`config.mk`:
```
export PLATFORM = sky130hd
export DESIGN_NAME = dispatch
export DESIGN_NICKNAME = d
export VERILOG_FILES = /design/src/rename_pkg.sv /design/src/dispatch.sv
export SDC_FILE = /design/constraint.sdc
export NUM_CORES = 1
export LEC_CHECK = 0
export BUFFER_PORTS_ARGS = -buffer_cell sky130_fd_sc_hd__buf_2
export CAP_MARGIN = 10
export CORE_AREA = 2 2 94 96
export DETAILED_ROUTE_END_ITERATION = 10
export DIE_AREA = 0 0 96 98
export PLACE_DENSITY = 0.57
export SKIP_LAST_GASP = 1
export SYNTH_ARGS = -nofsm -noshare
export SYNTH_HDL_FRONTEND = slang
export SYNTH_SLANG_ARGS = --single-unit
```
`constraint.sdc`:
```
create_clock -name vclk -period 3
set_input_delay 0.3 -clock vclk [all_inputs]
set_output_delay 0.3 -clock vclk [all_outputs]
set_load 0.01 [all_outputs]
```
`src/rename_pkg.sv`:
```
// Rename core shared definitions
package rename_pkg;

    //////////////////////////////
    // Sizes
    //////////////////////////////

    // Datapath and register files
    localparam int xlen       = 32;
    localparam int arch_regs  = 32;
    localparam int arch_idx_w = 5;
    localparam int phys_regs  = 64;
    localparam int tag_w      = 6;

    // Reorder buffer
    localparam int rob_depth = 16;
    localparam int rob_idx_w = 4;

    //////////////////////////////
    // Encodings
    //////////////////////////////

    // Major opcodes handled by the core
    localparam logic [6:0] opcode_op     = 7'b0110011;
    localparam logic [6:0] opcode_op_imm = 7'b0010011;

    // ALU operations
    typedef enum logic [3:0] {
        alu_add,
        alu_sub,
        alu_sll,
        alu_slt,
        alu_sltu,
        alu_xor,
        alu_srl,
        alu_sra,
        alu_or,
        alu_and
    } alu_op_t;

    // Instruction word, register and immediate layouts
    typedef union packed {
        struct packed {
            logic [6:0]            funct7;
            logic [arch_idx_w-1:0] rs2;
            logic [arch_idx_w-1:0] rs1;
            logic [2:0]            funct3;
            logic [arch_idx_w-1:0] rd;
            logic [6:0]            opcode;
        } r;
        struct packed {
            logic [11:0]           imm12;
            logic [arch_idx_w-1:0] rs1;
            logic [2:0]            funct3;
            logic [arch_idx_w-1:0] rd;
            logic [6:0]            opcode;
        } i;
    } inst_word_t;

endpackage

```
`src/dispatch.sv`:
```
// Decode and dispatch
module dispatch (
    input  logic                              inst_valid,
    input  logic [31:0]                       inst,
    input  logic [rename_pkg::tag_w-1:0]      src1_tag, src2_tag, old_tag,
    input  logic                              src1_ready, src2_ready,
    input  logic [rename_pkg::xlen-1:0]       src1_value, src2_value,
    input  logic                              fl_empty, rob_full,
    input  logic [rename_pkg::rob_idx_w-1:0]  rob_tail_idx,
    output logic                              inst_ready,
    output logic [rename_pkg::arch_idx_w-1:0] rs1_idx, rs2_idx,
    output logic                              rename_en,
    output logic [rename_pkg::arch_idx_w-1:0] rename_idx,
    output logic                              pop_en,
    input  logic [rename_pkg::tag_w-1:0]      new_tag,
    output logic                              alloc_en, alloc_wr,
    output logic [rename_pkg::arch_idx_w-1:0] alloc_idx,
    output logic [rename_pkg::tag_w-1:0]      alloc_old_tag,
    output logic                              issue_en,
    output rename_pkg::alu_op_t               issue_op,
    output logic [rename_pkg::xlen-1:0]       issue_a, issue_b,
    output logic [rename_pkg::tag_w-1:0]      issue_tag,
    output logic [rename_pkg::rob_idx_w-1:0]  issue_rob_idx
);

    rename_pkg::inst_word_t iw;
    logic is_op, is_imm, is_shift, alt_ok, f7_ok, legal, wr, srcs_ok, accept;

    assign iw = inst;

    //////////////////////////////
    // Decode
    //////////////////////////////

    // Opcode class from the immediate view, funct7 from the register view
    assign is_op    = iw.r.opcode == rename_pkg::opcode_op;
    assign is_imm   = iw.i.opcode == rename_pkg::opcode_op_imm;
    assign is_shift = iw.r.funct3 == 3'b001 || iw.r.funct3 == 3'b101;
    // Alternate funct7 only for SUB and the arithmetic shifts
    assign alt_ok   = iw.r.funct3 == 3'b101 || (is_op && iw.r.funct3 == 3'b000);
    assign f7_ok    = iw.r.funct7 == 7'h00 || (iw.r.funct7 == 7'h20 && alt_ok);
    // Non-shift immediates use the whole upper field as data
    assign legal    = is_op ? f7_ok : (is_imm && (!is_shift || f7_ok));
    // x0 target gives a non-writing entry
    assign wr       = legal && iw.r.rd != '0;

    always_comb begin
        case (iw.r.funct3)
            3'b000:  issue_op = (is_op && iw.r.funct7[5]) ? rename_pkg::alu_sub
                                                           : rename_pkg::alu_add;
            3'b001:  issue_op = rename_pkg::alu_sll;
            3'b010:  issue_op = rename_pkg::alu_slt;
            3'b011:  issue_op = rename_pkg::alu_sltu;
            3'b100:  issue_op = rename_pkg::alu_xor;
            3'b101:  issue_op = iw.r.funct7[5] ? rename_pkg::alu_sra : rename_pkg::alu_srl;
            3'b110:  issue_op = rename_pkg::alu_or;
            default: issue_op = rename_pkg::alu_and;
        endcase
    end

    //////////////////////////////
    // Readiness and handshake
    //////////////////////////////

    // No-ops read nothing, immediates skip rs2
    assign srcs_ok    = !legal || (src1_ready && (is_imm || src2_ready));
    assign inst_ready = !rob_full && !(wr && fl_empty) && srcs_ok;
    assign accept     = inst_valid && inst_ready;

    // Source lookups
    assign rs1_idx = iw.r.rs1;
    assign rs2_idx = iw.r.rs2;

    // Rename and free list pop only for writers
    assign rename_en  = accept && wr;
    assign pop_en     = accept && wr;
    assign rename_idx = iw.i.rd;

    // Every accepted instruction takes a ROB slot
    assign alloc_en      = accept;
    assign alloc_wr      = wr;
    assign alloc_idx     = iw.i.rd;
    assign alloc_old_tag = old_tag;

    // Issue in order, non-writers target tag 0 which PRF ignores
    assign issue_en      = accept;
    assign issue_a       = src1_value;
    assign issue_b       = is_imm ? {{20{iw.i.imm12[11]}}, iw.i.imm12} : src2_value;
    assign issue_tag     = wr ? new_tag : '0;
    assign issue_rob_idx = rob_tail_idx;

endmodule

```
Word level (Yosys, flattened, before mapping). Index checks and enable logic that the tools add are counted.

Word-level logic and storage cells: 39. Output and inout port bits: 110. Input bits: 129. Register bits after elaboration: 0.

Eq/ne operators: 9. Muxes and demuxes: 6. Reduce and logical (&&, ||, !) cells: 24.

Operator list (number): $mux 32 (1); $pmux 4 s7 (1); $eq 7x6->1 const B (2); $logic_and 1x1->1 (11); $eq 3x3->1 const B (3); $eq 7x5->1 const B (1); $logic_not 7->1 (1); $eq 3x2->1 const B (2); $logic_or 1x1->1 (6); $mux 6 (1); $reduce_bool 5->1 (1); $logic_not 1->1 (4); $eq 3x1->1 const B (1); $logic_not 3->1 (1); $mux 1 (3).

Depth between registers and ports, before layout.
Depth after elaboration: 15. Mapped depth: 5. Mapped depth without buffers: 4.

Worst setup path before layout. OpenSTA, ideal clock, no wires.

Path type: input port to output port. Start point: in inst[25]. End point: out rename_en. Path buffers: 1. Arrival: 1842 ps. Slack: 858 ps. Data required time: 2700 ps. Cell stages on the path: 5. Path through: or4_4 o32ai_4 nand4_4 nor4_2 buf_4.

Longest elaborated chain between the ends: 13.

Ends and longest elaborated chain: start: declaration (RTL line dispatch.sv:4) `input logic [31:0] inst,`; $eq 7x6->1 (RTL line dispatch.sv:41) `assign f7_ok = iw.r.funct7 == 7'h00 || (iw.r.funct7 == 7'h20 && alt_ok);`; $logic_and 1x1->1 (RTL line dispatch.sv:41); $logic_or 1x1->1 (*) (RTL line dispatch.sv:41); $logic_or 1x1->1 (RTL line dispatch.sv:43) `assign legal = is_op ? f7_ok : (is_imm && (!is_shift || f7_ok));`; $logic_and 1x1->1 (RTL line dispatch.sv:43); $mux 1 (*) (RTL line dispatch.sv:43); $logic_and 1x1->1 (RTL line dispatch.sv:45) `assign wr = legal && iw.r.rd != '0;`; $logic_and 1x1->1 (RTL line dispatch.sv:67) `assign inst_ready = !rob_full && !(wr && fl_empty) && srcs_ok;`; $logic_not 1->1 (RTL line dispatch.sv:67); $logic_and 1x1->1 (2 in a row) (RTL line dispatch.sv:67); $logic_and 1x1->1 (RTL line dispatch.sv:68) `assign accept = inst_valid && inst_ready;`; $logic_and 1x1->1 (*); end: declaration (RTL line dispatch.sv:12) `output logic rename_en,`.

Every way passes the cells marked *; elsewhere a longest branch is shown, timed or not.

Worst setup path after layout.
Start point: in inst[25]. End point: out pop_en.

Longest elaborated chain between the ends: 13.

Ends and longest elaborated chain: $eq 7x6->1 (RTL line dispatch.sv:41); $logic_and 1x1->1 (RTL line dispatch.sv:41); $logic_or 1x1->1 (*) (RTL line dispatch.sv:41); $logic_or 1x1->1 (RTL line dispatch.sv:43); $logic_and 1x1->1 (RTL line dispatch.sv:43); $mux 1 (*) (RTL line dispatch.sv:43); $logic_and 1x1->1 (RTL line dispatch.sv:45); $logic_and 1x1->1 (RTL line dispatch.sv:67); $logic_not 1->1 (RTL line dispatch.sv:67); $logic_and 1x1->1 (2 in a row) (RTL line dispatch.sv:67); $logic_and 1x1->1 (RTL line dispatch.sv:68); $logic_and 1x1->1 (*) (RTL line dispatch.sv:76) `assign pop_en = accept && wr;`; end: declaration (RTL line dispatch.sv:14) `output logic pop_en,`.

Marks and branches as above.

==> metrics.yaml <==
status: "finished clean"
syn-num-nets: 268
drive_above_1_share_pct: 75.5
worstMarginPinSlew_ns: 0.718
cts_resized: 0
drc_errors: 0
cts_hold_buf: 0
via_per_inst: 3.73
p_int_mw: 0.0849
area_delta_synth_final_pct: 28.3
leakagePower_nw: 0.837
slowest_delay_ns: 0.54
die_height_um: 98
maxCapViolCount: 0
num_rows: 34
maxSlewViolCount: 0
fin_nets: 335
seq_area_frac_synth_pct: 0
top_layer: "met4"
num_vias: 1165
start_util_pct: 12.8
p_seq_share_pct: 0
pwr-share-clk_pct: 0
fin_tns_setup_ns: 0
period_share_pct: 77.2
portBuffers: 133
combPwrFrac_pct: 100.0
finalSetupViolations: 0
synth_cell_types: 30
grt_pass1_wl_um: 5110
syn_avg_cell_area_um2: 7.81
io_pins: 239
multi_input_area_um2: 582
critPathRequiredTime_ns: 2.70
grt_pass1_vias: 967
nFillCells: 977
power_switching_mw: 0.0731
synth_area_um2: 1090
clkbuf_count: 0
die_area_um2: 9410
worst-path-buf-inv: 2
antenna_found_initial: 0
ir_drop_v: 0.0000210
slew_headroom_pct: 52.1
grt_use_total_pct: 6.95
placed_area_um2: 1390
met3_length_um: 483
worstSetupStartpointType: "input pin"
swShare_pct: 46.3
hold_viol_final: 0
synthCells: 139
cpMostUsedCell: "buf_2"
yosysWarnings: 0
drtIter0Drc: 25
mostFrequentLayoutCells: "buf_2, a21o_1, mux2_2"
diodes: 0
die_width_um: 96
fin_crit_ns: 2.32
hp-class: "in2out"
ant_nets: 0
crit_chain: "buf_2, or4_4, o32ai_4, nand4_4, nor4_2, buf_2"
slowest_stage: "or4_4"
drt-pass1-iter-count: 4
grt_overflow_total: 0
gp_congestion: 0.673
critPathCaptureType: "output port"
crit_path_max_fanout: 8
fmax_mhz: 432
coreArea_um2: 8470
final_area_um2: 1390
crit_family: "simple AND/OR/NAND/NOR gates"
routedWlPerCell_um: 12.4
drt_wl_total_um: 3870
final_common_cell: "buf_2"
p_per_area_nw_per_um2: 113
place.detailed.hpwl_um: 3470
grt_max_degree: 33
wl_met1_um: 1250
worstSetupPathType: "in2out"
whs_ns: 0.600
cts_setup_buffers: 0
seq_cell_count: 0
critPathArrivalTime_ns: 2.02
grt_setup_unrepaired: "no"
regArea_um2: 0
dr_wl_met2_um: 1920
synthesized netlist by cell type:
master | instances | area, µm²
a21oi_1 | 3 | 15.0
a311oi_1 | 1 | 8.76
o211ai_1 | 1 | 7.51
or4_1 | 1 | 7.51
buf_2 | 1 | 5.00
nor2b_1 | 1 | 6.26
and3_1 | 1 | 6.26
and2b_1 | 1 | 7.51
nand3b_1 | 1 | 7.51
nand3_1 | 2 | 10.0
and4bb_2 | 1 | 12.5
buf_4 | 64 | 480
nand2_1 | 1 | 3.75
or2b_2 | 1 | 8.76
and2_1 | 1 | 6.26
nor4_2 | 1 | 12.5
and4_2 | 1 | 10.0
nand4_4 | 1 | 21.3
inv_1 | 1 | 3.75
and2b_2 | 1 | 8.76
nor2_1 | 2 | 7.51
a221oi_1 | 1 | 8.76
a21o_1 | 22 | 165
clkbuf_1 | 4 | 15.0
and3b_2 | 1 | 10.0
o21ai_0 | 3 | 15.0
nor3b_1 | 7 | 52.6
mux2_2 | 11 | 124
or4_4 | 1 | 11.3
o32ai_4 | 1 | 27.5
area by class of cell:
type | count | share of cell area, %
repair buffers | 134 | 48.3
multi-input cells | 69 | 41.7
inverters | 1 | 0.269
well taps | 108 | 9.69
power by group through the flow:
stage | registers (mW) | clock network [mW] | logic [mW]
floorplan | 0 | 0 | 0.144
global placement | 0 | 0 | 0.158
detailed placement | 0 | 0 | 0.160
CTS | 0 | 0 | 0.161
global route | 0 | 0 | 0.175
finish | 0 | 0 | 0.158
through the flow:
step	instances	total power, mW	utilization (%)	worst slack [ns]
after floorplan	139	0.144	-	0.858
after global placement	312	0.158	16.5	0.658
after detailed placement	312	0.160	16.5	0.642
after CTS	312	0.161	16.5	0.626
after global routing	312	0.175	16.5	0.553
final	312	0.158	16.5	0.684
worst paths after layout:
| check | from | endpoint | slack, ns | cells after the start |
|---|---|---|---|---|
| min | src1_value[4] | issue_a[4] | 0.60 | 0 |
| max | inst[25] | pop_en | 0.68 | 6 |
logic make-up after synthesis:
group                  share of synthesized area, %
buffers and inverters                          46.4
AO/OA/AOI/OAI                                  22.8
multiplexers                                   11.4
AND/OR/NAND/NOR                                19.4
layer usage:
layer / GRT usage (%) / vias to the layer above
met2: 13.5 / 89
met4: 3.96 / 0
li1: - / 554
met5: 0 / -
met1: 6.75 / 500
met3: 0.849 / 22
Power figures use the tool's default switching activity.
