## config.mk

```make
export PLATFORM = sky130hd
export DESIGN_NAME = prf
export DESIGN_NICKNAME = d
export VERILOG_FILES = /design/src/rename_pkg.sv /design/src/prf.sv
export SDC_FILE = /design/constraint.sdc
export NUM_CORES = 2
export LEC_CHECK = 0
export BUFFER_PORTS_ARGS = -buffer_cell sky130_fd_sc_hd__clkbuf_2
export CELL_PAD_IN_SITES_DETAIL_PLACEMENT = 1
export CELL_PAD_IN_SITES_GLOBAL_PLACEMENT = 2
export CORE_UTILIZATION = 30
export DETAILED_ROUTE_END_ITERATION = 6
export HOLD_SLACK_MARGIN = 0.03
export PLACE_DENSITY_LB_ADDON = 0.1
export SYNTH_ARGS = -nofsm -noshare
export SYNTH_HDL_FRONTEND = slang
export SYNTH_SLANG_ARGS = --single-unit
```

## constraint.sdc

```tcl
create_clock -name clock -period 3 [get_ports clock]
set_input_delay 0.45 -clock clock [delete_from_list [all_inputs] [get_ports clock]]
set_output_delay 0.45 -clock clock [all_outputs]
set_load 0.03 [all_outputs]
```

## src/rename_pkg.sv

```systemverilog
// Rename core shared definitions
package rename_pkg;

    //////////////////////////////
    // Sizes
    //////////////////////////////

    // Datapath and register files
    localparam int xlen       = 32;
    localparam int arch_regs  = 32;
    localparam int arch_idx_w = 5;
    localparam int phys_regs  = 64;
    localparam int tag_w      = 6;

    // Reorder buffer
    localparam int rob_depth = 16;
    localparam int rob_idx_w = 4;

    //////////////////////////////
    // Encodings
    //////////////////////////////

    // Major opcodes handled by the core
    localparam logic [6:0] opcode_op     = 7'b0110011;
    localparam logic [6:0] opcode_op_imm = 7'b0010011;

    // ALU operations
    typedef enum logic [3:0] {
        alu_add,
        alu_sub,
        alu_sll,
        alu_slt,
        alu_sltu,
        alu_xor,
        alu_srl,
        alu_sra,
        alu_or,
        alu_and
    } alu_op_t;

    // Instruction word, register and immediate layouts
    typedef union packed {
        struct packed {
            logic [6:0]            funct7;
            logic [arch_idx_w-1:0] rs2;
            logic [arch_idx_w-1:0] rs1;
            logic [2:0]            funct3;
            logic [arch_idx_w-1:0] rd;
            logic [6:0]            opcode;
        } r;
        struct packed {
            logic [11:0]           imm12;
            logic [arch_idx_w-1:0] rs1;
            logic [2:0]            funct3;
            logic [arch_idx_w-1:0] rd;
            logic [6:0]            opcode;
        } i;
    } inst_word_t;

endpackage

```

## src/prf.sv

```systemverilog
// Physical register file
module prf (
    input  logic                         clock,
    input  logic                         arst_n,
    input  logic [rename_pkg::tag_w-1:0] src1_tag, src2_tag,
    output logic [rename_pkg::xlen-1:0]  src1_value, src2_value,
    output logic                         src1_ready, src2_ready,
    input  logic                         clear_en,
    input  logic [rename_pkg::tag_w-1:0] clear_tag,
    input  logic                         cdb_en,
    input  logic [rename_pkg::tag_w-1:0] cdb_tag,
    input  logic [rename_pkg::xlen-1:0]  cdb_data,
    input  logic [rename_pkg::tag_w-1:0] retire_tag,
    output logic [rename_pkg::xlen-1:0]  retire_data
);

    logic [rename_pkg::xlen-1:0]      values [rename_pkg::phys_regs];
    logic [rename_pkg::phys_regs-1:0] ready;
    logic                             hit1, hit2;

    //////////////////////////////
    // Reads
    //////////////////////////////

    // Same-cycle bus match, tag 0 never hits
    assign hit1 = cdb_en && cdb_tag == src1_tag && src1_tag != '0;
    assign hit2 = cdb_en && cdb_tag == src2_tag && src2_tag != '0;

    // Operands with bypass
    assign src1_ready = ready[src1_tag] || hit1;
    assign src2_ready = ready[src2_tag] || hit2;
    assign src1_value = hit1 ? cdb_data : values[src1_tag];
    assign src2_value = hit2 ? cdb_data : values[src2_tag];

    // Retirement read, value already written a cycle earlier
    assign retire_data = values[retire_tag];

    //////////////////////////////
    // Writes
    //////////////////////////////

    always_ff @(posedge clock or negedge arst_n) begin
        if (!arst_n) begin
            for (int i = 0; i < rename_pkg::phys_regs; i++) begin
                values[i] <= '0;
                // Identity-mapped tags hold committed zeros
                ready[i]  <= i < rename_pkg::arch_regs;
            end
        end else begin
            // Fresh destination waits for its result
            if (clear_en && clear_tag != '0) begin
                ready[clear_tag] <= 1'b0;
            end
            // Tag 0 stays zero
            if (cdb_en && cdb_tag != '0) begin
                values[cdb_tag] <= cdb_data;
                ready[cdb_tag]  <= 1'b1;
            end
        end
    end

endmodule

```

Word-level counts from Yosys, hierarchy flattened
Index checks and enable logic that the tools add are counted.
{ "totals": {"reg_bits": 2112, "latchBits": 0, "mem_bits_rw": 0, "romBits": 0, "input_bits": 66, "out_inout_bits": 98, "memories": 0} }
{ "op_classes": {"n_addsub": 0, "mul": 0, "div_mod_pow": 0, "magnitude_cmp": 11, "n_eq_ne": 2, "shift": 0, "muxes": 24, "bitwise_logic": 7, "reduce_logical": 15} }
{ "op_table": {"columns": ["op", "n"], "rows": [
  ["$bwmux W2048", 1],
  ["$bmux W32 S6", 3],
  ["$mux W32", 9],
  ["$demux W32 S6", 1],
  ["$mux W64", 2],
  ["$and A64 B64 Y64", 1],
  ["$not A64 Y64", 1],
  ["$or A64 B64 Y64", 1],
  ["$ge A7 B7 Y1 const B", 4],
  ["$lt A6 B7 Y1 const B", 4],
  ["$not A6 Y7", 4],
  ["$reduce_bool A6 Y1", 4],
  ["$bmux W1 S6", 2],
  ["$demux W1 S6", 2],
  ["$eq A6 B6 Y1", 2],
  ["$ge A6 B1 Y1 const B", 2],
  ["$logic_and A1 B1 Y1", 9],
  ["$lt A7 B1 Y1 const B", 1],
  ["$mux W1", 4],
  ["$logic_or A1 B1 Y1", 2]
]} }

Longest topological paths before layout
{ "depth": {"ltp_word": 9, "mapped_depth": 12, "ltp_nobuf": 6} }

Worst setup path after synthesis
No wires, ideal clock.
{ "synth_path": {"kind": "input port to output port", "from": "in src2_tag[0] in the netlist's numbering", "to": "out src2_ready", "arrival_time_ps": 2901, "t_required_ps": 2550, "setup_slack_ps": -351, "cell_stages": 10, "cell_sequence": "buf_6 > buf_8 > buf_6 > buf_6 > buf_6 > buf_4 > mux2i_1 > o221ai_1 > a221oi_1 > o311ai_0"} }
{ "synth_between": {"elab_chain_len": 4} }
{ "synth_lines": {"columns": ["element", "line", "text"], "rows": [
  ["start: declaration", "prf.sv:5", "input logic [rename_pkg::tag_w-1:0] src1_tag, src2_tag,"],
  ["branches (longest 3 deep; another with $bmux W1 S6)", null, null],
  ["$logic_or A1 B1 Y1 *", "prf.sv:31", "assign src2_ready = ready[src2_tag] || hit2;"],
  ["end: declaration", "prf.sv:7", "output logic src1_ready, src2_ready,"]
]} }
Every way passes the cells marked *. The select of a mux whose other input is x is not followed.

Final worst setup path
{ "layout_path": {"from": "reg values[61] in the netlist's numbering", "to": "out src1_value[29] in the netlist's numbering"} }
{ "layout_between": {"elab_chain_len": 4} }
{ "layout_lines": {"columns": ["element", "line", "text"], "rows": [
  ["start: declaration", "prf.sv:17", "logic [rename_pkg::xlen-1:0] values [rename_pkg::phys_regs];"],
  ["start signal: indexed assignment", "prf.sv:56", "values[cdb_tag] <= cdb_data;"],
  ["$bmux W32 S6", "prf.sv:32", "assign src1_value = hit1 ? cdb_data : values[src1_tag];"],
  ["$mux W32 (implied by the code) (2 in series)", "prf.sv:32", null],
  ["$mux W32", "prf.sv:32", null],
  ["end: declaration", "prf.sv:6", "output logic [rename_pkg::xlen-1:0] src1_value, src2_value,"]
]} }
Every way passes these cells. The select of a mux whose other input is x is not followed.

==> reports/qor.csv <==
stage,metric,value,unit
grt,grt.total_usage,31.25,%
sta,fmax,250.6,MHz
sta,tns,-50.33,ns
placed_design,place_congestion,0.8982,
logic_synthesis,synth_area_leader_cell,dfrtp_1,
cells_and_area,area_growth,30.07,%
clock_tree,clkSlewWorstSetupHoldPaths,0.06,ns
drt,wire_per_inst,42.22,um
clock_tree,htreeDepth,5,
cells_and_area,layout-drive-gt1-share,61.38,%
drt,viasPerCell,6.106,
drt,drt_wl_total,687.7,mm
grt,grt_pass1_vias,104100,
sta,finalMaxSlewViolations,0,
setup_path,r2r_cells,3,
run_status,violations,setup timing,
setup_path,crit_arrival,3.54,ns
clock_tree,cts_buffers,280,
sta,fin_worst_skew,0,ns
logic_synthesis,synth.area.top_cells,"dfrtp_1 40%, mux4_2 23%, mux2_2 18%",
die,fp.coreArea,428200,um2
setup_path,reg2reg_from,ready[33],
run_status,status,finished with violations,
setup_path,critPathMaxStageDelay,0.48,ns
setup_path,crit_top_cell,buf_8,
sta,slew_headroom,28.57,%
die,initial_utilization,30.22,%
sta,worst_pin_slew,1.063,ns
clock_tree,clk_path_buf_depth,4,
power,ir_drop,397.5,uV
power,power_density,563.8,nW/um2
setup_path,crit_slowest_cell,mux4_2,
setup_path,endpoint_kind,output pin,
logic_synthesis,synth_edf_count,0,
die,num_rows,240,
sta,holdWs,0.1309,ns
setup_path,start_kind,register,
die,top_level_ports,164,
placed_design,dpl-instance-area,151600,um2
sta,setup_viol,98,
clock_tree,cts_root_buf,clkbuf_16,
sta,post-route-worst-setup-slack,-0.9900,ns
die,die_x,658.7,um
cells_and_area,nNetsFinal,10450,
cells_and_area,fillers,42960,
setup_path,crit_start,values[61],
flow_run,max_cap_viol_count,0,
logic_synthesis,ys.flop_type,dfrtp_1,
setup_path,worstSetupEndpoint,src1_value[29],
setup_path,cp.required,2.55,ns
logic_synthesis,ys_warn_count,0,
grt,grt_max_degree,103,
cells_and_area,multi_input_area,75690,um2
logic_synthesis,async_reset_ff_share,100.0,%
logic_synthesis,avgSynthCellArea,14.24,um2
logic_synthesis,seq_area_frac_synth,40.88,%
sta,period_share,133.0,%
drt,ant_nets,0,
die,die_h,658.7,um
power,leakage,72.59,nW
setup_path,r2r-end,ready[33],
grt,antenna_found_initial,39,
logic_synthesis,synth_cell_type_count,69,
placed_design,dp_hpwl,485.1,mm
placed_design,place_ws,-1.599,ns
drt,num_vias,99480,
setup_path,worstPathCellList,mux4_2 > a22o_1 > a2111oi_4 > buf_4 > a31oi_4 > buf_8 > a221oi_4 > buf_6 > a21oi_4 > buf_8,
clock_tree,cts_tree,built,
logic_synthesis,ys_ff_latch,2112,
sta,final_hold_viol_count,0,
setup_path,crit_type,register to output pin,
logic_synthesis,syn-num-nets,9152,
drt,drt-initial-drc-count,8996,
logic_synthesis,synth.top_cell.area_share,40.23,%
drt,first_pass_iters,5,
clock_tree,clkLatencyLatePin,0.92,ns
hold_path,hp-class,primary input to register,
logic_synthesis,postSynthCellCount,9086,
grt,grt_pass1_wl,940.4,mm
drt,drc,0,
placed_design,port-buffer-count,163,
die,dieArea,433900,um2
logic_synthesis,synth_area,129400,um2
cells_and_area,fin_area,168300,um2
cells_and_area,final_cell_mix,"2,077 x mux2_2, 2,077 x dfrtp_1, 1,339 x mux4_2, 1,261 x buf_4, 692 x mux2i_1",
power,finalPower,0.09490,W
grt,grt-ovfl-total,0,
sta,layout_min_cycle_time,3.990,ns
setup_path,cp_max_fo,4,
sta,rsz0062_at_grt,true,
setup_path,rrSetupSlack,1.77,ns
cells_and_area,regArea,52890,um2
clock_tree,clock_sinks,2112,
[kinds of logic (layout without fill, tap and decap cells)]
group | after synthesis | after routing | share of synthesized area [%]
flops | 2112 | 2112 | 40.88
xor+xnor | 9 | 9 | 0.06091
buf+inv | 1078 | 2585 | 3.801
other cells | 0 | 11 | 0
mux | 4159 | 4159 | 47.15
compound gates | 1097 | 1097 | 5.843
simple gates | 631 | 631 | 2.266
[critical path, delay by kind of cell (launching register included)]
| family | cells | cell delay, ns |
|---|---|---|
| flops | 1 | 0.41 |
| compound gates | 5 | 1.00 |
| mux | 1 | 0.48 |
| buf+inv | 4 | 0.70 |
[synth_stat cells, types with 9 or more instances]
master     instances
nor4_1             9
mux2_2          2099
nand2_1          219
buf_1             92
o221ai_1          47
buf_2            292
mux2i_1          718
nor3_1            21
buf_6             28
a22o_1            46
nand3b_1           9
nand3_1           78
o22a_1            10
a21oi_1          165
a2111oi_0         27
o32a_1            12
mux4_2          1339
o22ai_1           76
a221oi_1          74
and2_1            20
dfrtp_1         2080
nor2_1           160
a311oi_1           9
a22oi_1          273
nor2b_1           44
a31oi_1           46
o21ai_0          190
buf_4             73
dfstp_2           32
a211oi_1          69
nand2b_1          15
nand4_1           25
clkbuf_1         583
[through the flow]
stage | cells | util, %
after floorplan | 9086 | -
after global placement | 15570 | 35.39
after CTS | 16220 | 38.98
final | 16290 | 39.31
after detailed placement | 15570 | 35.39
after global routing | 16280 | 39.30
[registers in the layout, indices dropped and copies added (netlist names)]
register	count
ready	64
values	2048
[metal layers]
layer,track usage (%),part of all wire [%],vias up
met1,43.17,43,55720
li1,-,-,38690
met4,12.22,4.8,6
met5,0,0.0060,-
met3,4.294,5.5,1091
met2,49.70,46,3972
[report_power, final]
| part | total [W] | switching, W | leakage [nW] | internal [W] |
|---|---|---|---|---|
| logic | 0.0236 | 0.0111 | 40.0 | 0.0124 |
| clock network | 0.0351 | 0.0143 | 4.57 | 0.0208 |
| registers | 0.0362 | 0.00390 | 28.0 | 0.0323 |
[final cells by class]
class	instances	area share [%]
multi-input cells	5896	44.97
diodes	11	0.01635
inverters	8	0.02230
clock buffers	437	5.107
flip-flops and latches	2112	31.43
repair buffers	2082	13.81
clock inverters	58	0.4163
well taps	5687	4.228
[timing repair]
| item | CTS | global route |
|---|---|---|
| pin swaps | 296 | 103 |
| hold endpoints to repair | 800 | 0 |
| setup endpoints to repair | 98 | 98 |
| resized for setup | 956 | 243 |
| gates cloned | 11 | 2 |
| buffers inserted | 175 | 70 |
| hold buffers | 15 | 0 |
[worst min-delay path by stage]
stage,start,depth (start not counted),to
2_1_floorplan,arst_n,0,ready[32]
3_3_place_gp,ready[0],0,ready[0]
3_5_place_dp,ready[0],0,ready[0]
4_1_cts,clear_en,4,ready[27]
5_1_grt,cdb_data[16],2,values[496]
6_report,clear_en,4,ready[29]
No activity file was read; power rests on OpenSTA's default activity.
