File: src/rename_pkg.sv
// Rename core shared definitions
package rename_pkg;

    //////////////////////////////
    // Sizes
    //////////////////////////////

    // Datapath and register files
    localparam int xlen       = 32;
    localparam int arch_regs  = 32;
    localparam int arch_idx_w = 5;
    localparam int phys_regs  = 64;
    localparam int tag_w      = 6;

    // Reorder buffer
    localparam int rob_depth = 16;
    localparam int rob_idx_w = 4;

    //////////////////////////////
    // Encodings
    //////////////////////////////

    // Major opcodes handled by the core
    localparam logic [6:0] opcode_op     = 7'b0110011;
    localparam logic [6:0] opcode_op_imm = 7'b0010011;

    // ALU operations
    typedef enum logic [3:0] {
        alu_add,
        alu_sub,
        alu_sll,
        alu_slt,
        alu_sltu,
        alu_xor,
        alu_srl,
        alu_sra,
        alu_or,
        alu_and
    } alu_op_t;

    // Instruction word, register and immediate layouts
    typedef union packed {
        struct packed {
            logic [6:0]            funct7;
            logic [arch_idx_w-1:0] rs2;
            logic [arch_idx_w-1:0] rs1;
            logic [2:0]            funct3;
            logic [arch_idx_w-1:0] rd;
            logic [6:0]            opcode;
        } r;
        struct packed {
            logic [11:0]           imm12;
            logic [arch_idx_w-1:0] rs1;
            logic [2:0]            funct3;
            logic [arch_idx_w-1:0] rd;
            logic [6:0]            opcode;
        } i;
    } inst_word_t;

endpackage

File: src/free_list.sv
// Physical tag free list
module free_list (
    input  logic                         clock,
    input  logic                         arst_n,
    input  logic                         pop_en,
    output logic [rename_pkg::tag_w-1:0] new_tag,
    output logic                         fl_empty,
    input  logic                         push_en,
    input  logic [rename_pkg::tag_w-1:0] push_tag
);

    // 32 slots, pointers wrap on their own
    logic [rename_pkg::tag_w-1:0] slots [rename_pkg::phys_regs - rename_pkg::arch_regs];
    logic [rename_pkg::tag_w-2:0] head, tail;
    // Holds 0 to 32
    logic [rename_pkg::tag_w-1:0] count;

    assign new_tag  = slots[head];
    assign fl_empty = count == '0;

    always_ff @(posedge clock or negedge arst_n) begin
        if (!arst_n) begin
            head  <= '0;
            tail  <= '0;
            count <= rename_pkg::tag_w'(rename_pkg::phys_regs - rename_pkg::arch_regs);
            // Upper half of the tags starts free
            for (int i = 0; i < rename_pkg::phys_regs - rename_pkg::arch_regs; i++) begin
                slots[i] <= rename_pkg::tag_w'(rename_pkg::arch_regs + i);
            end
        end else begin
            if (pop_en) begin
                head <= head + 1'b1;
            end
            // Retired old mapping
            if (push_en) begin
                slots[tail] <= push_tag;
                tail        <= tail + 1'b1;
            end
            count <= count + rename_pkg::tag_w'(push_en) - rename_pkg::tag_w'(pop_en);
        end
    end

endmodule

File: config.mk
export PLATFORM = sky130hd
export DESIGN_NAME = free_list
export DESIGN_NICKNAME = d
export VERILOG_FILES = /design/src/rename_pkg.sv /design/src/free_list.sv
export SDC_FILE = /design/constraint.sdc
export NUM_CORES = 1
export LEC_CHECK = 0
export BUFFER_PORTS_ARGS = -buffer_cell sky130_fd_sc_hd__buf_4
export CAP_MARGIN = 20
export CORE_MARGIN = 3
export CORE_UTILIZATION = 35
export CTS_BUF_LIST = sky130_fd_sc_hd__clkbuf_4 sky130_fd_sc_hd__clkbuf_8 sky130_fd_sc_hd__clkbuf_16
export DETAILED_ROUTE_END_ITERATION = 6
export GPL_TIMING_DRIVEN = 0
export PLACE_DENSITY_LB_ADDON = 0.08
export REMOVE_ABC_BUFFERS = 1
export SLEW_MARGIN = 20
export SYNTH_ARGS = -nofsm -noshare
export SYNTH_HDL_FRONTEND = slang
export SYNTH_SLANG_ARGS = --single-unit
File: constraint.sdc
create_clock -name clock -period 1.6 [get_ports clock]
set_input_delay 0.16 -clock clock [delete_from_list [all_inputs] [get_ports clock]]
set_output_delay 0.16 -clock clock [all_outputs]
set_load 0.05 [all_outputs]
## Yosys cells after proc, flatten, opt, wreduce, memory -nomap -nowiden

Index checks and enable logic that the tools add are counted.

| storage, ports and cells | value |
|---|---|
| register bits | 208 |
| bits of input ports | 10 |
| output and inout bits | 7 |
| logic and storage cells | 52 |

| operators by class | value |
|---|---|
| add/subtract/negate cells | 4 |
| order comparisons | 3 |
| muxes and demuxes | 6 |
| bitwise gates (word level) | 2 |
| reduce and logical (&&, ||, !) cells | 2 |

Operator list:

| kind | number |
|---|---|
| 192-bit bitwise mux | 1 |
| 6-bit binary-select mux with 5-bit select | 1 |
| 6-bit demux with 5-bit select | 1 |
| 6-bit 2-to-1 mux | 3 |
| 6-bit greater-or-equal comparator, second input constant | 2 |
| 5-bit inverter with 6-bit output | 2 |
| 5-bit by 1-bit adder with 5-bit output, second input constant | 2 |
| 6-bit by 1-bit adder with 6-bit output | 1 |
| 6-bit zero test | 1 |
| 6-bit by 1-bit < comparator with 1-bit output, second input constant | 1 |
| 6-bit by 1-bit subtractor with 6-bit output | 1 |
| 1-bit logical AND | 1 |

## Logic depth before layout (Yosys ltp)

Gate-level depths: netlist of run 1.

| depth | value |
|---|---|
| depth after elaboration | 6 |
| depth in mapped cells | 9 |

## Worst setup path before layout of run 1

Ideal clock, no wire load.

| path | value |
|---|---|
| kind | reg-to-output |
| from | register head[0] in the netlist's numbering |
| to | output port new_tag[4] in the netlist's numbering |
| data arrival time | 2.112 ns |
| required time | 1.440 ns |
| path slack | -0.672 ns |
| cell stages (with the launch flop) | 9 |
| path buffers | 4 |
| cells stage by stage | dfrtp_1 > buf_6 > buf_8 > buf_6 > buf_4 > mux2i_1 > o221ai_1 > a211oi_1 > a31oi_1 |

| on the way | value |
|---|---|
| longest elaborated chain between the ends | 4 |

RTL lines:

| item | RTL line | source |
|---|---|---|
| from (decl) | free_list.sv:14 | `logic [rename_pkg::tag_w-2:0] head, tail;` |
| from (signal assigned) | free_list.sv:32 | `head <= head + 1'b1;` |
| 5-bit inverter with 6-bit output (implied by the code) | free_list.sv:18 | `assign new_tag = slots[head];` |
| 6-bit binary-select mux with 5-bit select | free_list.sv:18 |  |
| 6-bit 2-to-1 mux (implied by the code) (2 in a row) | free_list.sv:18 |  |
| to (decl) | free_list.sv:6 | `output logic [rename_pkg::tag_w-1:0] new_tag,` |

Every way passes these cells. The select of a mux whose other input is x is not followed.

## Worst setup path in the final report of run 1

| path | value |
|---|---|
| from | register head[0] in the netlist's numbering |
| to | output port new_tag[0] in the netlist's numbering |

Same word-level chain as after synthesis.

==> flow_summary.toml, run 1 <==
[routing]
drcViolationCount = 0
antenna_left = 0
vias = 5998
viasPerCell = 5.22
drt-total-wl_um = 26900
drtIter0Drc = 311
wl_per_cell_um = 23.4
drt-pass1-iter-count = 4

[timing]
setup_ws_ns = -1.03
tns_ns = -9.67
setup_viol = 99
finalMaxSlewViolations = 0
hold_ws_ns = 0.0901
fin_crit_sh = 1.65
rsz0062_at_grt = "yes"
slew_headroom = 0.599
finClkSkew_ns = 0.0111
period_minus_slack_ns = 2.63
max_freq_mhz = 380
worstMarginPinSlew_ns = 0.601
hold_viol = 0

[logic_synthesis]
synth_cells = 661
synth.distinct_cells = 42
ys_ff_latch = 208
synth-main-ff-cell = "dfstp_2"
synth_area_sq_um = 9860
ys_async_sr_fraction = 1.00
syn_avg_cell_area_sq_um = 14.9
seq_area_frac_synth = 0.542
yosys_warnings = 0
synth_edf_count = 0

[cells_and_area]
nNetsFinal = 784
syn_to_final_growth_pct = 36.3
drive_gt1_frac = 0.783
final_area_sq_um = 13400
diodes = 0
final_util = 0.492

[clock_network]
cts_tree = "done"
clk_path_buf_depth = 3
insertion_delay_ns = 0.51
htree_levels = 1
cts.sinks = 208
clk_pin_slew_ns = 0.06
cts-buffers-inserted = 24
root_buffer = "clkbuf_16"

[die]
ios = 17
die_y_um = 174
row_count = 60
die_w_um = 174
core_area_sq_um = 27300
fp.dieArea_sq_um = 30200
start_util = 0.361

[grt]
grt_overflow = 0
antenna_found_initial = 0
grt_max_degree = 102
grt_usage = 0.172
grt_pass1_vias = 6474
grt_pass1_wl_um = 39900

[power]
combinationalPowerShare = 0.470
ir_drop_mv = 1.07
total_leakage_power_nw = 5.52
power.clock.fraction = 0.192
switching_share = 0.339
pwr_density_cell_nw_per_um2 = 2110
power.switching_mw = 9.61
cell_internal_pwr_mw = 18.8
pwr-share-seq = 0.338
totalPowerFinal_mw = 28.4

[place]
io_buffers = 16
place_area_sq_um = 10300
post-dp-hpwl_um = 14700
gp_congestion = 0.751

[run_status]
violations = "setup timing"
status = "complete, but fails checks"

[setup_path]
critPathArrivalTime_ns = 2.47
required_ns = 1.44
crit_type = "reg2out"
cp_max_fo = 9
cp-start-kind = "register"
end_kind = "primary output"

[run]
maxCapViolCount = 0

[min_path]
min_path_type = "in2async"
-- routing by layer --
metal	share of wire	wire, um	track usage	up-vias
met5	0	0	0	-
met4	0.021	557	0.0402	0
met3	0.039	1040	0.0252	37
met2	0.49	13200	0.286	92
met1	0.45	12200	0.239	3223
li1	-	-	-	2646
-- layout by cell type, fill, tap and decap left out, types with 8 or more instances in the layout --
cell type  instances
a21oi_2            9
clkbuf_16         25
mux2_2           103
dfstp_2          113
buf_12            18
ha_4              10
buf_6             38
nor3_4             8
nor2_4            15
mux4_2            35
dfrtp_1           89
buf_4             50
clkbuf_4          12
mux2i_1           20
mux2_4            94
nand3_4           12
-- power by group through the flow --
stage          Sequential [mW]  Clock, mW  Combinational (mW)
2_1_floorplan             9.39          0                5.80
3_3_place_gp              9.74          0                7.10
3_5_place_dp              10.0          0                7.95
4_1_cts                   9.52       5.62                11.5
5_1_grt                   9.84       5.86                14.2
6_report                  9.60       5.44                13.3
-- metrics by stage --
stage               std cells  setup slack [ns]
finish                   1150             -1.03
global route             1150             -1.11
CTS                      1116             -1.08
detailed placement       1007             -1.47
global placement         1004             -3.66
floorplan                 616             -2.30
-- synthesized netlist by cell type (4+ instances only) --
| master | count | area share |
|---|---|---|
| mux2_2 | 195 | 0.22 |
| dfstp_2 | 113 | 0.30 |
| dfrtp_1 | 95 | 0.24 |
| mux4_2 | 32 | 0.073 |
| clkbuf_1 | 26 | 0.0099 |
| mux2i_1 | 22 | 0.022 |
| nor2_1 | 20 | 0.0076 |
| ha_1 | 13 | 0.016 |
| nand3_1 | 13 | 0.0066 |
| a21oi_1 | 12 | 0.0061 |
| inv_1 | 12 | 0.0046 |
| buf_2 | 11 | 0.0056 |
| o221ai_1 | 11 | 0.0098 |
| nand2_1 | 10 | 0.0038 |
| a22o_1 | 6 | 0.0053 |
| a22oi_1 | 6 | 0.0046 |
| nand4_1 | 6 | 0.0038 |
| nor3_2 | 6 | 0.0061 |
| xnor2_1 | 6 | 0.0053 |
| a211oi_1 | 5 | 0.0038 |
| xor2_1 | 4 | 0.0036 |
-- logic make-up after synthesis --
logic type	synth area share
compound gates	0.0375
xor+xnor	0.00888
fa+ha+maj	0.0185
buf+inv	0.0277
flops	0.542
mux	0.329
simple gates	0.0359
-- critical path, stage by stage, from the launching register on --
cell and delay, ns:
dfrtp_4 0.46, buf_16 0.15, mux4_2 0.52, a22o_4 0.30, a211oi_4 0.24, a21oi_1 0.08, buf_4 0.20
-- path summary, 6_finish.rpt --
path / from / to / slack [ns] / cells after the start
hold / removal: arst_n / slots[102] / 0.09 / 2
min in group clock: pop_en / count[0] / 0.15 / 4
max in group asynchronous: arst_n / slots[40] / 0.34 / 4
hold reg to reg: slots[150] / slots[150] / 0.50 / 1
setup / recovery: head[0] / new_tag[0] / -1.03 / 6
setup reg to reg: count[0] / count[5] / -0.13 / 8
-- sequential cells by signal, summed over array words and instances, names as in the netlist --
| signal | count |
|---|---|
| count | 6 |
| tail | 5 |
| head | 5 |
| slots | 192 |
-- repair_timing --
action                                  4_1_cts  5_1_grt
gates cloned                                  1        0
hold endpoints to repair                     83        0
pin swaps                                    37       38
gates resized for setup                     187      126
setup buffers                                60       36
hold buffers                                  4        0
endpoints found under the setup margin      205      185
-- layout make-up --
| cell class | count | area (sq um) |
|---|---|---|
| fillers | 2282 | 13900 |
| flip-flops and latches | 208 | 5360 |
| inverters | 12 | 57.6 |
| clock buffers | 43 | 798 |
| multi-input cells | 396 | 5370 |
| well taps | 372 | 465 |
| repair buffers | 118 | 1390 |
| clock inverters | 1 | 5.00 |
No activity file was read; power rests on OpenSTA's default activity.
==> run 2: changes to the inputs <==
- TNS_END_PERCENT: unset -> 20
==> flow_summary.toml, run 2 (synthesis results as in run 1) <==
[min_path]
min_path_type = "in2async"

[cells_and_area]
layout.cells.non_filler = 1116
final_area_sq_um = 12700
fillers = 2375
syn_to_final_growth_pct = 29.1
final_cell_mix = "mux2_2, dfstp_2, dfrtp_1, buf_4, mux4_2"
drive_gt1_frac = 0.773
largest_register = "slots"
largest_reg_flops = 192
nNetsFinal = 750
diodes = 0
final_common_cell = "mux2_2"
final_util = 0.466
reg_top3 = "slots (192), count (6)"

[place]
gp_congestion = 0.751
placedCellCount = 1007
io_buffers = 16
post-dp-hpwl_um = 14700
dp_slack_ns = -1.47
place_area_sq_um = 10300

[timing]
period_minus_slack_ns = 2.65
setup_viol = 119
finClkSkew_ns = 0.00905
tns_ns = -12.55
max_freq_mhz = 377
fin_crit_sh = 1.66
finalMaxSlewViolations = 0
rsz0062_at_grt = "yes"
worstMarginPinSlew_ns = 0.538
hold_ws_ns = 0.0903
hold_viol = 0
slew_headroom = 0.641
setup_ws_ns = -1.05

[routing]
drt-pass1-iter-count = 4
drcViolationCount = 0
antenna_left = 0
drt-total-wl_um = 25500
vias = 5858
wl_per_cell_um = 22.8
drtIter0Drc = 250
viasPerCell = 5.25

[setup_path]
cpPeakStageDelay_ns = 0.52
critPathArrivalTime_ns = 2.49
critical_path.slowest_cell = "mux4_2"
required_ns = 1.44
cp-start-kind = "register"
end_kind = "primary output"
path_cells = "buf_16 -> mux4_2 -> a22o_4 -> a211oi_4 -> a21oi_1 -> buf_4"
crit_type = "reg2out"
cp_max_fo = 9

[grt]
grt_max_degree = 102
grt_usage = 0.169
grt_overflow = 0
grt_pass1_vias = 6377
antenna_found_initial = 0
grt_pass1_wl_um = 39200

[clock_network]
htree_levels = 1
clk_path_buf_depth = 3
clk_pin_slew_ns = 0.06
cts-buffers-inserted = 24
insertion_delay_ns = 0.51
cts_tree = "done"
root_buffer = "clkbuf_16"
cts.sinks = 208

[die]
die_w_um = 174
fp.dieArea_sq_um = 30200
row_count = 60
start_util = 0.361
die_y_um = 174
ios = 17
core_area_sq_um = 27300

[power]
totalPowerFinal_mw = 27.2
pwr_density_cell_nw_per_um2 = 2130
total_leakage_power_nw = 5.19
ir_drop_mv = 1.05

[run]
maxCapViolCount = 0

[run_status]
violations = "setup timing"
status = "complete, but fails checks"
run 2: cell count changes in the layout (fill, tap and decap cells not counted), sizes merged:
cell,previous run,this run
bufbuf,0,1
dlygate4sd3,4,3
buf,114,80
run 2: repair_timing:
action                                  4_1_cts  5_1_grt
pin swaps                                    27       24
setup buffers                                44       17
cloned                                        1        0
gates resized for setup                     150       73
hold buffers                                  3        0
hold endpoints to repair                     84        0
endpoints found under the setup margin      205      204
run 2: cell type report:
class / instances / area, sq um / share of cell area
tap: 372 / 465 / 0.0366
multi-input combinational: 396 / 5100 / 0.401
timing repair buffer: 84 / 948 / 0.0745
sequential: 208 / 5360 / 0.421
inverter: 12 / 52.6 / 0.00413
clock inverter: 1 / 5.00 / 0.000393
clock buffer: 43 / 798 / 0.0627
run 2: worst max-delay path: cells and delay by family (launching register included):
kind / cells / cell delay, ns
compound gates: 3 / 0.63
flops: 1 / 0.46
mux: 1 / 0.52
buf+inv: 2 / 0.35
run 2: layer usage:
metal / vias to the layer above / global-route usage / share of wire
met2: 79 / 0.277 / 0.49
li1: 2591 / - / -
met4: 0 / 0.0462 / 0.027
met3: 42 / 0.0237 / 0.033
met5: - / 0 / 0
met1: 3146 / 0.236 / 0.45
run 2: final timing paths:
path / slack (ns) / cells after the start / to / startpoint
max in group asynchronous: 0.32 / 4 / slots[41] / arst_n
min: 0.09 / 2 / slots[102] / arst_n
min in group clock: 0.14 / 4 / count[0] / pop_en
max reg2reg: -0.15 / 9 / count[4] / count[0]
min reg2reg: 0.50 / 1 / slots[150] / slots[150]
max: -1.05 / 6 / new_tag[0] / head[0]
run 2: power by group:
part / internal, mW / switching [mW]
clock: 3.35 / 2.08
sequential: 8.19 / 1.41
combinational: 6.40 / 5.75
total: 17.9 / 9.24
