`src/rename_pkg.sv`:
```
// Rename core shared definitions
package rename_pkg;

    //////////////////////////////
    // Sizes
    //////////////////////////////

    // Datapath and register files
    localparam int xlen       = 32;
    localparam int arch_regs  = 32;
    localparam int arch_idx_w = 5;
    localparam int phys_regs  = 64;
    localparam int tag_w      = 6;

    // Reorder buffer
    localparam int rob_depth = 16;
    localparam int rob_idx_w = 4;

    //////////////////////////////
    // Encodings
    //////////////////////////////

    // Major opcodes handled by the core
    localparam logic [6:0] opcode_op     = 7'b0110011;
    localparam logic [6:0] opcode_op_imm = 7'b0010011;

    // ALU operations
    typedef enum logic [3:0] {
        alu_add,
        alu_sub,
        alu_sll,
        alu_slt,
        alu_sltu,
        alu_xor,
        alu_srl,
        alu_sra,
        alu_or,
        alu_and
    } alu_op_t;

    // Instruction word, register and immediate layouts
    typedef union packed {
        struct packed {
            logic [6:0]            funct7;
            logic [arch_idx_w-1:0] rs2;
            logic [arch_idx_w-1:0] rs1;
            logic [2:0]            funct3;
            logic [arch_idx_w-1:0] rd;
            logic [6:0]            opcode;
        } r;
        struct packed {
            logic [11:0]           imm12;
            logic [arch_idx_w-1:0] rs1;
            logic [2:0]            funct3;
            logic [arch_idx_w-1:0] rd;
            logic [6:0]            opcode;
        } i;
    } inst_word_t;

endpackage

```
`src/rob.sv`:
```
// Reorder buffer
module rob (
    input  logic                              clock,
    input  logic                              arst_n,
    input  logic                              alloc_en, alloc_wr,
    input  logic [rename_pkg::arch_idx_w-1:0] alloc_idx,
    input  logic [rename_pkg::tag_w-1:0]      alloc_tag, alloc_old_tag,
    output logic                              rob_full,
    output logic [rename_pkg::rob_idx_w-1:0]  rob_tail_idx,
    input  logic                              cdb_en,
    input  logic [rename_pkg::rob_idx_w-1:0]  cdb_rob_idx,
    output logic [rename_pkg::tag_w-1:0]      retire_tag,
    input  logic [rename_pkg::xlen-1:0]       retire_data,
    output logic                              free_en,
    output logic [rename_pkg::tag_w-1:0]      free_tag,
    output logic                              commit_valid, commit_wr,
    output logic [rename_pkg::arch_idx_w-1:0] commit_idx,
    output logic [rename_pkg::xlen-1:0]       commit_data
);

    // Per-entry state
    logic [rename_pkg::rob_depth-1:0]  done, wr;
    logic [rename_pkg::arch_idx_w-1:0] idx_q [rename_pkg::rob_depth];
    logic [rename_pkg::tag_w-1:0]      tag_q [rename_pkg::rob_depth];
    logic [rename_pkg::tag_w-1:0]      old_q [rename_pkg::rob_depth];

    logic [rename_pkg::rob_idx_w-1:0] head, tail;
    logic [rename_pkg::rob_idx_w:0]   count;
    logic                             retire;

    assign rob_full     = count == rename_pkg::rob_depth;
    assign rob_tail_idx = tail;

    // Head leaves once its result is on the bus
    assign retire     = count != '0 && done[head];
    assign retire_tag = tag_q[head];
    assign free_en    = retire && wr[head];
    assign free_tag   = old_q[head];

    //////////////////////////////
    // Pointers and completion
    //////////////////////////////

    always_ff @(posedge clock or negedge arst_n) begin
        if (!arst_n) begin
            head  <= '0;
            tail  <= '0;
            count <= '0;
            done  <= '0;
        end else begin
            if (alloc_en) begin
                done[tail] <= 1'b0;
                tail       <= tail + 1'b1;
            end
            // One edge after the broadcast
            if (cdb_en) begin
                done[cdb_rob_idx] <= 1'b1;
            end
            if (retire) begin
                head <= head + 1'b1;
            end
            count <= count + (rename_pkg::rob_idx_w + 1)'(alloc_en)
                           - (rename_pkg::rob_idx_w + 1)'(retire);
        end
    end

    // Entry payload
    always_ff @(posedge clock) begin
        if (alloc_en) begin
            wr[tail]    <= alloc_wr;
            idx_q[tail] <= alloc_idx;
            tag_q[tail] <= alloc_tag;
            old_q[tail] <= alloc_old_tag;
        end
    end

    //////////////////////////////
    // Commit outputs
    //////////////////////////////

    always_ff @(posedge clock or negedge arst_n) begin
        if (!arst_n) begin
            commit_valid <= 1'b0;
            commit_wr    <= 1'b0;
        end else begin
            commit_valid <= retire;
            commit_wr    <= free_en;
        end
    end

    // Non-writers report zero data
    always_ff @(posedge clock) begin
        if (retire) begin
            commit_idx  <= idx_q[head];
            commit_data <= wr[head] ? retire_data : '0;
        end
    end

endmodule

```
`config.mk`:
```
export PLATFORM = sky130hd
export DESIGN_NAME = rob
export DESIGN_NICKNAME = d
export VERILOG_FILES = /design/src/rename_pkg.sv /design/src/rob.sv
export SDC_FILE = /design/constraint.sdc
export NUM_CORES = 1
export LEC_CHECK = 0
export BUFFER_PORTS_ARGS = -buffer_cell sky130_fd_sc_hd__buf_2
export CORE_MARGIN = 2
export CORE_UTILIZATION = 59
export CTS_CLUSTER_DIAMETER = 120
export DETAILED_ROUTE_END_ITERATION = 10
export PLACE_DENSITY_LB_ADDON = 0.05
export SYNTH_ARGS = -nofsm -noshare
export SYNTH_HDL_FRONTEND = slang
export SYNTH_SLANG_ARGS = --single-unit
```
`constraint.sdc`:
```
create_clock -name clock -period 5.3 [get_ports clock]
set_input_delay 0.53 -clock clock [delete_from_list [all_inputs] [get_ports clock]]
set_output_delay 0.53 -clock clock [all_outputs]
set_load 0.01 [all_outputs]
```
Yosys cells after proc, flatten, opt, wreduce, memory -nomap -nowiden
Memories as Yosys holds them, arrays and structs flattened. A register that Yosys moved wholly into a read port is not among the register bits.
Cells that the tools add are included.
Widths: inputs -> output; s select.
- input bits: 58
- memories kept: 3
- RAM bits: 272
- flip-flop bits (word level): 79
- output and inout bits: 57
- add/sub/neg operators: 4
- magnitude comparators: 5
- eq/ne operators: 1
- bitwise gates (word level): 3
- reductions and logical operators: 5
- muxes and demuxes: 13
- memory list (memory ; words ; bits a word ; read ports ; clocked after Yosys merged registers in ; write ports ; RTL line ; source):
    old_q ; 16 ; 6 ; 1 ; 0 ; 1 ; rob.sv:25 ; logic [rename_pkg::tag_w-1:0] old_q [rename_pkg::rob_depth];
    tag_q ; 16 ; 6 ; 1 ; 0 ; 1 ; rob.sv:24 ; logic [rename_pkg::tag_w-1:0] tag_q [rename_pkg::rob_depth];
    idx_q ; 16 ; 5 ; 1 ; 1 ; 1 ; rob.sv:23 ; logic [rename_pkg::arch_idx_w-1:0] idx_q [rename_pkg::rob_depth];
- operator list (cell ; count):
    $mux 16 ; 2
    $and 16x16->16 ; 1
    $bwmux 16 ; 1
    $not 16->16 ; 1
    $or 16x16->16 ; 1
    $lt 4x5->1 const B ; 3
    $add 4x1->4 const B ; 2
    $bmux 1 s4 ; 2
    $demux 1 s4 ; 2
    $ge 4x1->1 const B ; 2
    $mux 1 ; 6
    $add 5x1->5 ; 1
    $eq 5x5->1 const B ; 1
    $reduce_bool 5->1 ; 1
    $sub 5x1->5 ; 1
    $logic_and 1x1->1 ; 4

Depth between registers and ports, before layout
Gate-level depths: netlist of run 1.
- depth after elaboration: 9
- mapped depth: 16

Worst setup path after synthesis of run 1
No wires, ideal clock.
- path kind: flip-flop to flip-flop
- start point: register count[3] in the netlist's numbering
- end point: register count[4] in the netlist's numbering
- path slack: 1473 ps
- path buffers: 0
- data required time: 5175 ps
- stages on the path, launching flop included: 16
- data arrival time: 3702 ps
- library setup time: 125 ps
- period minus slack after synthesis: 3827 ps
- cell sequence: dfrtp_1 inv_1 ha_1 or4b_2 o311ai_1 nand2_1 ha_1 inv_1 ha_1 inv_1 fa_1 inv_1 a21oi_1 nor2_1 nor2_1 xnor2_1
- word-level cells in the longest chain between the ends: 3
- ends and longest elaborated chain (what ; RTL line ; source):
    start: declaration ; rob.sv:28 ; logic [rename_pkg::rob_idx_w:0] count;
    start signal: assignment ; rob.sv:62 ; count <= count + (rename_pkg::rob_idx_w + 1)'(alloc_en)
    $reduce_bool 5->1 ; rob.sv:35 ; assign retire = count != '0 && done[head];
    $logic_and 1x1->1 ; rob.sv:35 ;
    via retire ; rob.sv:29 ; logic retire;
    $sub 5x1->5 ; rob.sv:63 ; - (rename_pkg::rob_idx_w + 1)'(retire);
The timed path passes the listed nets, and every way through them passes these cells.
A chain may end at the register's enable or synchronous reset.

Worst setup path after layout of run 1
- start point: register head[0] in the netlist's numbering
- end point: output port free_tag[5] in the netlist's numbering
- word-level cells in the longest chain between the ends: 1
- ends and longest elaborated chain (what ; RTL line ; source):
    start: declaration ; rob.sv:27 ; logic [rename_pkg::rob_idx_w-1:0] head, tail;
    start signal: assignment ; rob.sv:60 ; head <= head + 1'b1;
    $mem_v2 16x6 ; -- ;
    end: declaration ; rob.sv:15 ; output logic [rename_pkg::tag_w-1:0] free_tag,
Every way passes these cells.

==> metrics.csv, run 1 <==
metric,value,unit
worstSetupStartpointType,register,
final_area,0.0160,mm2
p_leak,5.63,nW
yosysTopAreaCell,edfxtp_1,
switching_power,2.74,mW
cts_hold_buf,0,
post-route-util,68.7,%
arrival,3.50,ns
synth-main-ff-cell,edfxtp_1,
synth_area,0.0139,mm2
worstMarginPinSlew,0.941,ns
worst-setup-path-type,reg2out,
clock_path_buffers,3,
insertedDiodeCount,0,
start_util,59.7,%
cap_violations,0,
worstPathMaxFanout,51,
cts.sinks,356,
seqPwrFrac,44.0,%
syn_nets,709,
fin_cells,1129,
gr-total-overflow,0,
first_iter_violations,561,
setup_viol_count_final,0,
finalHoldViolCount,0,
dp_slack,1.70,ns
synth-seq-cells,356,
ys_top_cells_by_area,"edfxtp_1 70%, mux4_2 15%, dfrtp_1 5.6%",
p_per_area,577,mW/mm2
cts.reportedPaths.clkPinSlew,0.06,ns
internal-power,6.49,mW
clockPowerShare,25.9,%
dieWidth,157,um
cts_buffers,36,
drive_gt1_share,38.4,%
slew_headroom,37.3,%
place.gp.congestion,0.784,
cts_setup_buffers,0,
swShare,29.7,%
comb_power_share,30.2,%
port-buffer-count,114,
yosysSeqAreaShare,75.8,%
synthToLayoutAreaGrowth,15.1,%
clock-root-buffer,clkbuf_16,
h-tree-depth,2,
synth_edf_count,325,
whs,0.0633,ns
synthCells,639,
rows,56,
fin_setup_tns,0,ns
final_nets,853,
grt_pass1_vias,7084,
fmax,0.248,GHz
core_area,0.0233,mm2
routed_wl,27000,um
yosysTopAreaCellShare,70.3,%
dieArea,0.0248,mm2
slew_violations,0,
boundaryPins,115,
die_h,157,um
clk_latency,0.52,ns
cts_resized,0,
cts_tree,yes,
avgViaCountPerCell,5.89,
grt_pass1_wl,41000,um
finalPower,9.23,mW
drt.antenna.violating_nets,0,
hpwlAfterDp,15000,um
drc,0,
async_reset_ff_share,8.71,%
setup_ws,1.27,ns
wl_per_cell,23.9,um
outcome,finished clean,
skew,0.0226,ns
antenna_found_initial,0,
crit_path_end_kind,primary output,
first_pass_iters,5,
layout_min_cycle_time,4.03,ns
placed_area,0.0149,mm2
rsz0062_at_grt,false,
required,4.77,ns
grt_max_degree,52,
grt_usage,22.9,%
avgSynthCellArea,21.7,um2
ys_warn_count,0,
period_share,76.0,%
peakVddDrop,0.518,mV
vias,6653,
dp_cells,1064,
ys_types,38,
hold_class,in2async,
## synth_stat cells (4+ instances only)
| library cell | number |
|---|---|
| edfxtp_1 | 325 |
| mux4_2 | 90 |
| dfrtp_1 | 31 |
| and2_4 | 30 |
| inv_1 | 28 |
| and2_1 | 12 |
| o22ai_1 | 12 |
| ha_1 | 11 |
| clkbuf_1 | 8 |
| mux2i_1 | 8 |
| nand2_1 | 8 |
| nor2_1 | 8 |
| buf_2 | 6 |
| buf_1 | 5 |
| buf_6 | 5 |
| nor3b_1 | 5 |
| o32ai_1 | 5 |
| xnor2_1 | 5 |
| xor2_1 | 4 |
## path summary, 6_finish.rpt
path                                start         endpoint  cells past startpoint  slack [ns]
setup / recovery                  head[0]      free_tag[5]                      4        1.27
hold / removal                     arst_n  rob_tail_idx[3]                      1        0.06
setup reg to reg                  head[0]         count[4]                     14        1.84
hold reg to reg                   done[7]          done[7]                      2        0.53
max in group asynchronous          arst_n          head[0]                      1        4.72
min in group clock         cdb_rob_idx[3]          done[1]                      2        0.31
## cell families after synthesis
group                    Yosys count  synth area share [%]
flip-flops                       356                  75.8
multiplexers                      99                  15.2
AND/OR/NAND/NOR                   80                  3.91
buffers and inverters             56                  1.92
AO/OA/AOI/OAI                     27                  1.39
adder cells (fa/ha/maj)           12                  1.13
XOR/XNOR                           9                 0.567
## routing by layer
metal	vias to the layer above	global-route usage, %	routed length [um]
li1	2887	-	-
met1	3501	32.4	11300
met2	215	38.0	13600
met3	50	3.66	1570
met4	0	6.32	503
met5	-	0	0
## area by class of cell
| cell class | instances | area, um2 |
|---|---|---|
| Timing Repair Buffer | 133 | 713 |
| Tap cell | 319 | 399 |
| Inverter | 29 | 109 |
| Clock inverter | 17 | 146 |
| Multi-Input combinational cell | 227 | 3110 |
| Fill cell | 1538 | 7270 |
| Clock buffer | 48 | 967 |
| Sequential cell | 356 | 10500 |
## critical path, stage by stage, from the launching register on
cell and delay (ns):
dfrtp_4 1.05, buf_4 0.69, mux4_2 0.59, mux4_2 0.47, buf_2 0.16
## state kept, by name, summed over array words and instances, names as in the netlist
register	count
commit_data	32
commit_idx	5
commit_valid	1
commit_wr	1
count	5
done	16
head	4
idx_q	80
old_q	96
rob_tail_idx	4
tag_q	96
wr	16
## cell usage in the layout, fill, tap and decap left out, types with 2 or more instances in the layout
master,synthesis,final
xnor2_1,5,5
and2_1,12,12
edfxtp_1,325,325
o21ai_0,3,3
dfrtp_1,31,29
and2_4,30,30
bufinv_16,0,2
buf_4,3,19
clkinv_4,0,2
inv_1,28,28
and3_1,3,3
nand2b_1,3,3
buf_2,6,114
nor3b_1,5,5
ha_1,11,11
clkbuf_16,0,37
o22ai_1,12,12
nand2_1,8,7
nand3_1,3,3
inv_6,0,3
clkbuf_1,8,11
xor2_1,4,4
nor2_1,8,6
a21oi_1,2,2
o32ai_1,5,5
mux4_2,90,90
clkinv_2,0,4
clkinv_1,0,6
nor3_2,0,2
nand3b_1,2,2
mux2i_1,8,8
## power groups by stage
stage          sequential [mW]  clock [mW]  combinational [mW]
2_1_floorplan             4.00           0                2.11
3_3_place_gp              4.10           0                2.73
3_5_place_dp              4.13           0                2.82
4_1_cts                   4.08        2.43                2.84
5_1_grt                   4.13        2.53                3.04
6_report                  4.06        2.39                2.79
Note: power is estimated with default switching activity, not from simulation.
==> inputs of run 2 (changes only) <==
--- a/config.mk
+++ b/config.mk
@@ -7,7 +7,7 @@
 export LEC_CHECK = 0
 export BUFFER_PORTS_ARGS = -buffer_cell sky130_fd_sc_hd__buf_2
 export CORE_MARGIN = 2
-export CORE_UTILIZATION = 59
+export CORE_UTILIZATION = 54
 export CTS_CLUSTER_DIAMETER = 120
 export DETAILED_ROUTE_END_ITERATION = 10
 export PLACE_DENSITY_LB_ADDON = 0.05
==> constraint.sdc (replaced) <==
create_clock -name clock -period 3.4 [get_ports clock]
set_input_delay 0.34 -clock clock [delete_from_list [all_inputs] [get_ports clock]]
set_output_delay 0.34 -clock clock [all_outputs]
set_load 0.01 [all_outputs]
==> run 2 against run 1 <==
Effect of this change: clock power rose by 56%; die area rose by 9.0%; worst hold slack better by 0.054 ns.
==> metrics.csv, run 2 (same netlist as run 1, synthesis figures left out) <==
metric,value,unit
outcome,finished clean,
seqPwrFrac,42.3,%
insertedDiodeCount,0,
clock_path_buffers,3,
cts.reportedPaths.clkPinSlew,0.06,ns
grt_pass1_vias,7099,
die_h,164,um
worstSetupStartpointType,register,
layout_min_cycle_time,3.24,ns
port-buffer-count,114,
slew_violations,0,
placed_area,0.0150,mm2
worstMarginPinSlew,0.872,ns
grt_pass1_wl,42300,um
cts_setup_buffers,0,
grt_usage,21.7,%
fill_cells,1757,
fmax,0.308,GHz
dieArea,0.0270,mm2
final_cell_mix,"325 x edfxtp_1, 114 x buf_2, 90 x mux4_2",
cts_buffers,37,
internal-power,10.2,mW
synthToLayoutAreaGrowth,16.0,%
routed_wl,27800,um
drt.antenna.violating_nets,0,
wl_per_cell,24.2,um
p_leak,5.69,nW
final_area,0.0161,mm2
setup_ws,0.156,ns
clk_latency,0.52,ns
grt_max_degree,63,
cts.sinks,356,
final_nets,863,
timing.reg2reg.setup_slack,0.34,ns
comb_power_share,32.0,%
dieWidth,164,um
core_area,0.0253,mm2
cts_tree,yes,
finalHoldViolCount,0,
antenna_found_initial,1,
skew,0.0116,ns
setup_viol_count_final,0,
period_share,95.4,%
hpwlAfterDp,15700,um
worst-setup-path-type,reg2out,
drc,0,
avgViaCountPerCell,5.72,
place.gp.congestion,0.821,
crit_path_end_kind,primary output,
clock-root-buffer,clkbuf_16,
required,3.06,ns
hold_class,in2reg,
swShare,29.7,%
slew_headroom,41.9,%
cap_violations,0,
worstPathMaxFanout,28,
switching_power,4.32,mW
rsz0062_at_grt,false,
boundaryPins,115,
reg_top3,"old_q x96, tag_q x96, idx_q x80",
post-route-util,63.8,%
first_iter_violations,536,
h-tree-depth,2,
drive_gt1_share,39.1,%
peakVddDrop,0.604,mV
arrival,2.90,ns
fin_setup_tns,0,ns
first_pass_iters,6,
gr-total-overflow,0,
mostFrequentLayoutCell,edfxtp_1,
p_per_area,901,mW/mm2
dp_slack,0.323,ns
rows,58,
start_util,55.0,%
vias,6577,
clockPowerShare,25.7,%
[run 2: cell types whose count changed in the layout (fill, tap and decap cells not counted), moves of 3 or more]
cell      previous run  this run
clkbuf_1            11         7
clkinv_1             6         9
buf_4               19        23
buf_12               0         3
clkinv_2             4         8
[run 2: critical path: stages (launching register included)]
cell and delay [ns]:
dfrtp_4 0.58, buf_4 0.54, mux4_2 0.61, mux4_2 0.50
buf_2 0.16
[run 2: worst paths after layout]
kind | startpoint | to | depth (start not counted)
min | retire_data[24] | commit_data[24] | 2
max reg2reg | count[2] | count[4] | 15
max | head[0] | retire_tag[2] | 4
min reg2reg | done[1] | done[1] | 2
min in group asynchronous | arst_n | rob_tail_idx[0] | 2
max in group asynchronous | arst_n | head[0] | 2
[run 2: area by class of cell]
cell class | instances | area [um2] | share of cell area, %
multi-input combinational | 227 | 3110 | 19.3
sequential | 356 | 10500 | 65.4
inverter | 29 | 109 | 0.676
clock inverter | 19 | 113 | 0.699
clock buffer | 46 | 1000 | 6.22
timing repair buffer | 142 | 825 | 5.12
tap | 330 | 413 | 2.56
[run 2: routing by layer]
metal	share of wire, %	vias to the layer above	global-route usage [%]	wire length (um)
li1	-	2908	-	-
met1	41	3462	29.0	11400
met2	52	163	37.2	14400
met3	5.3	42	3.59	1460
met4	1.9	2	6.21	542
met5	0.032	-	0	9
[run 2: what timing repair did]
action                                  4_1_cts  5_1_grt
endpoints found under the setup margin        1        0
hold endpoints to repair                     31        0
hold buffers                                  1        0
resized for setup                             1        0
[run 2: through the flow]
step,power (mW),cells,hold WS (ns)
6_report,14.5,1149,0.117
4_1_cts,14.7,1149,0.0983
3_3_place_gp,10.8,1083,0.422
3_5_place_dp,11.0,1083,0.437
5_1_grt,15.3,1149,0.104
2_1_floorplan,9.52,639,0.0444
[run 2: power by group through the flow]
stage / combinational, mW / clock, mW / sequential [mW]
global placement: 4.63 / 0 / 6.20
floorplan: 3.31 / 0 / 6.21
finish: 4.64 / 3.73 / 6.15
CTS: 4.75 / 3.81 / 6.16
global route: 5.07 / 3.98 / 6.23
detailed placement: 4.74 / 0 / 6.24
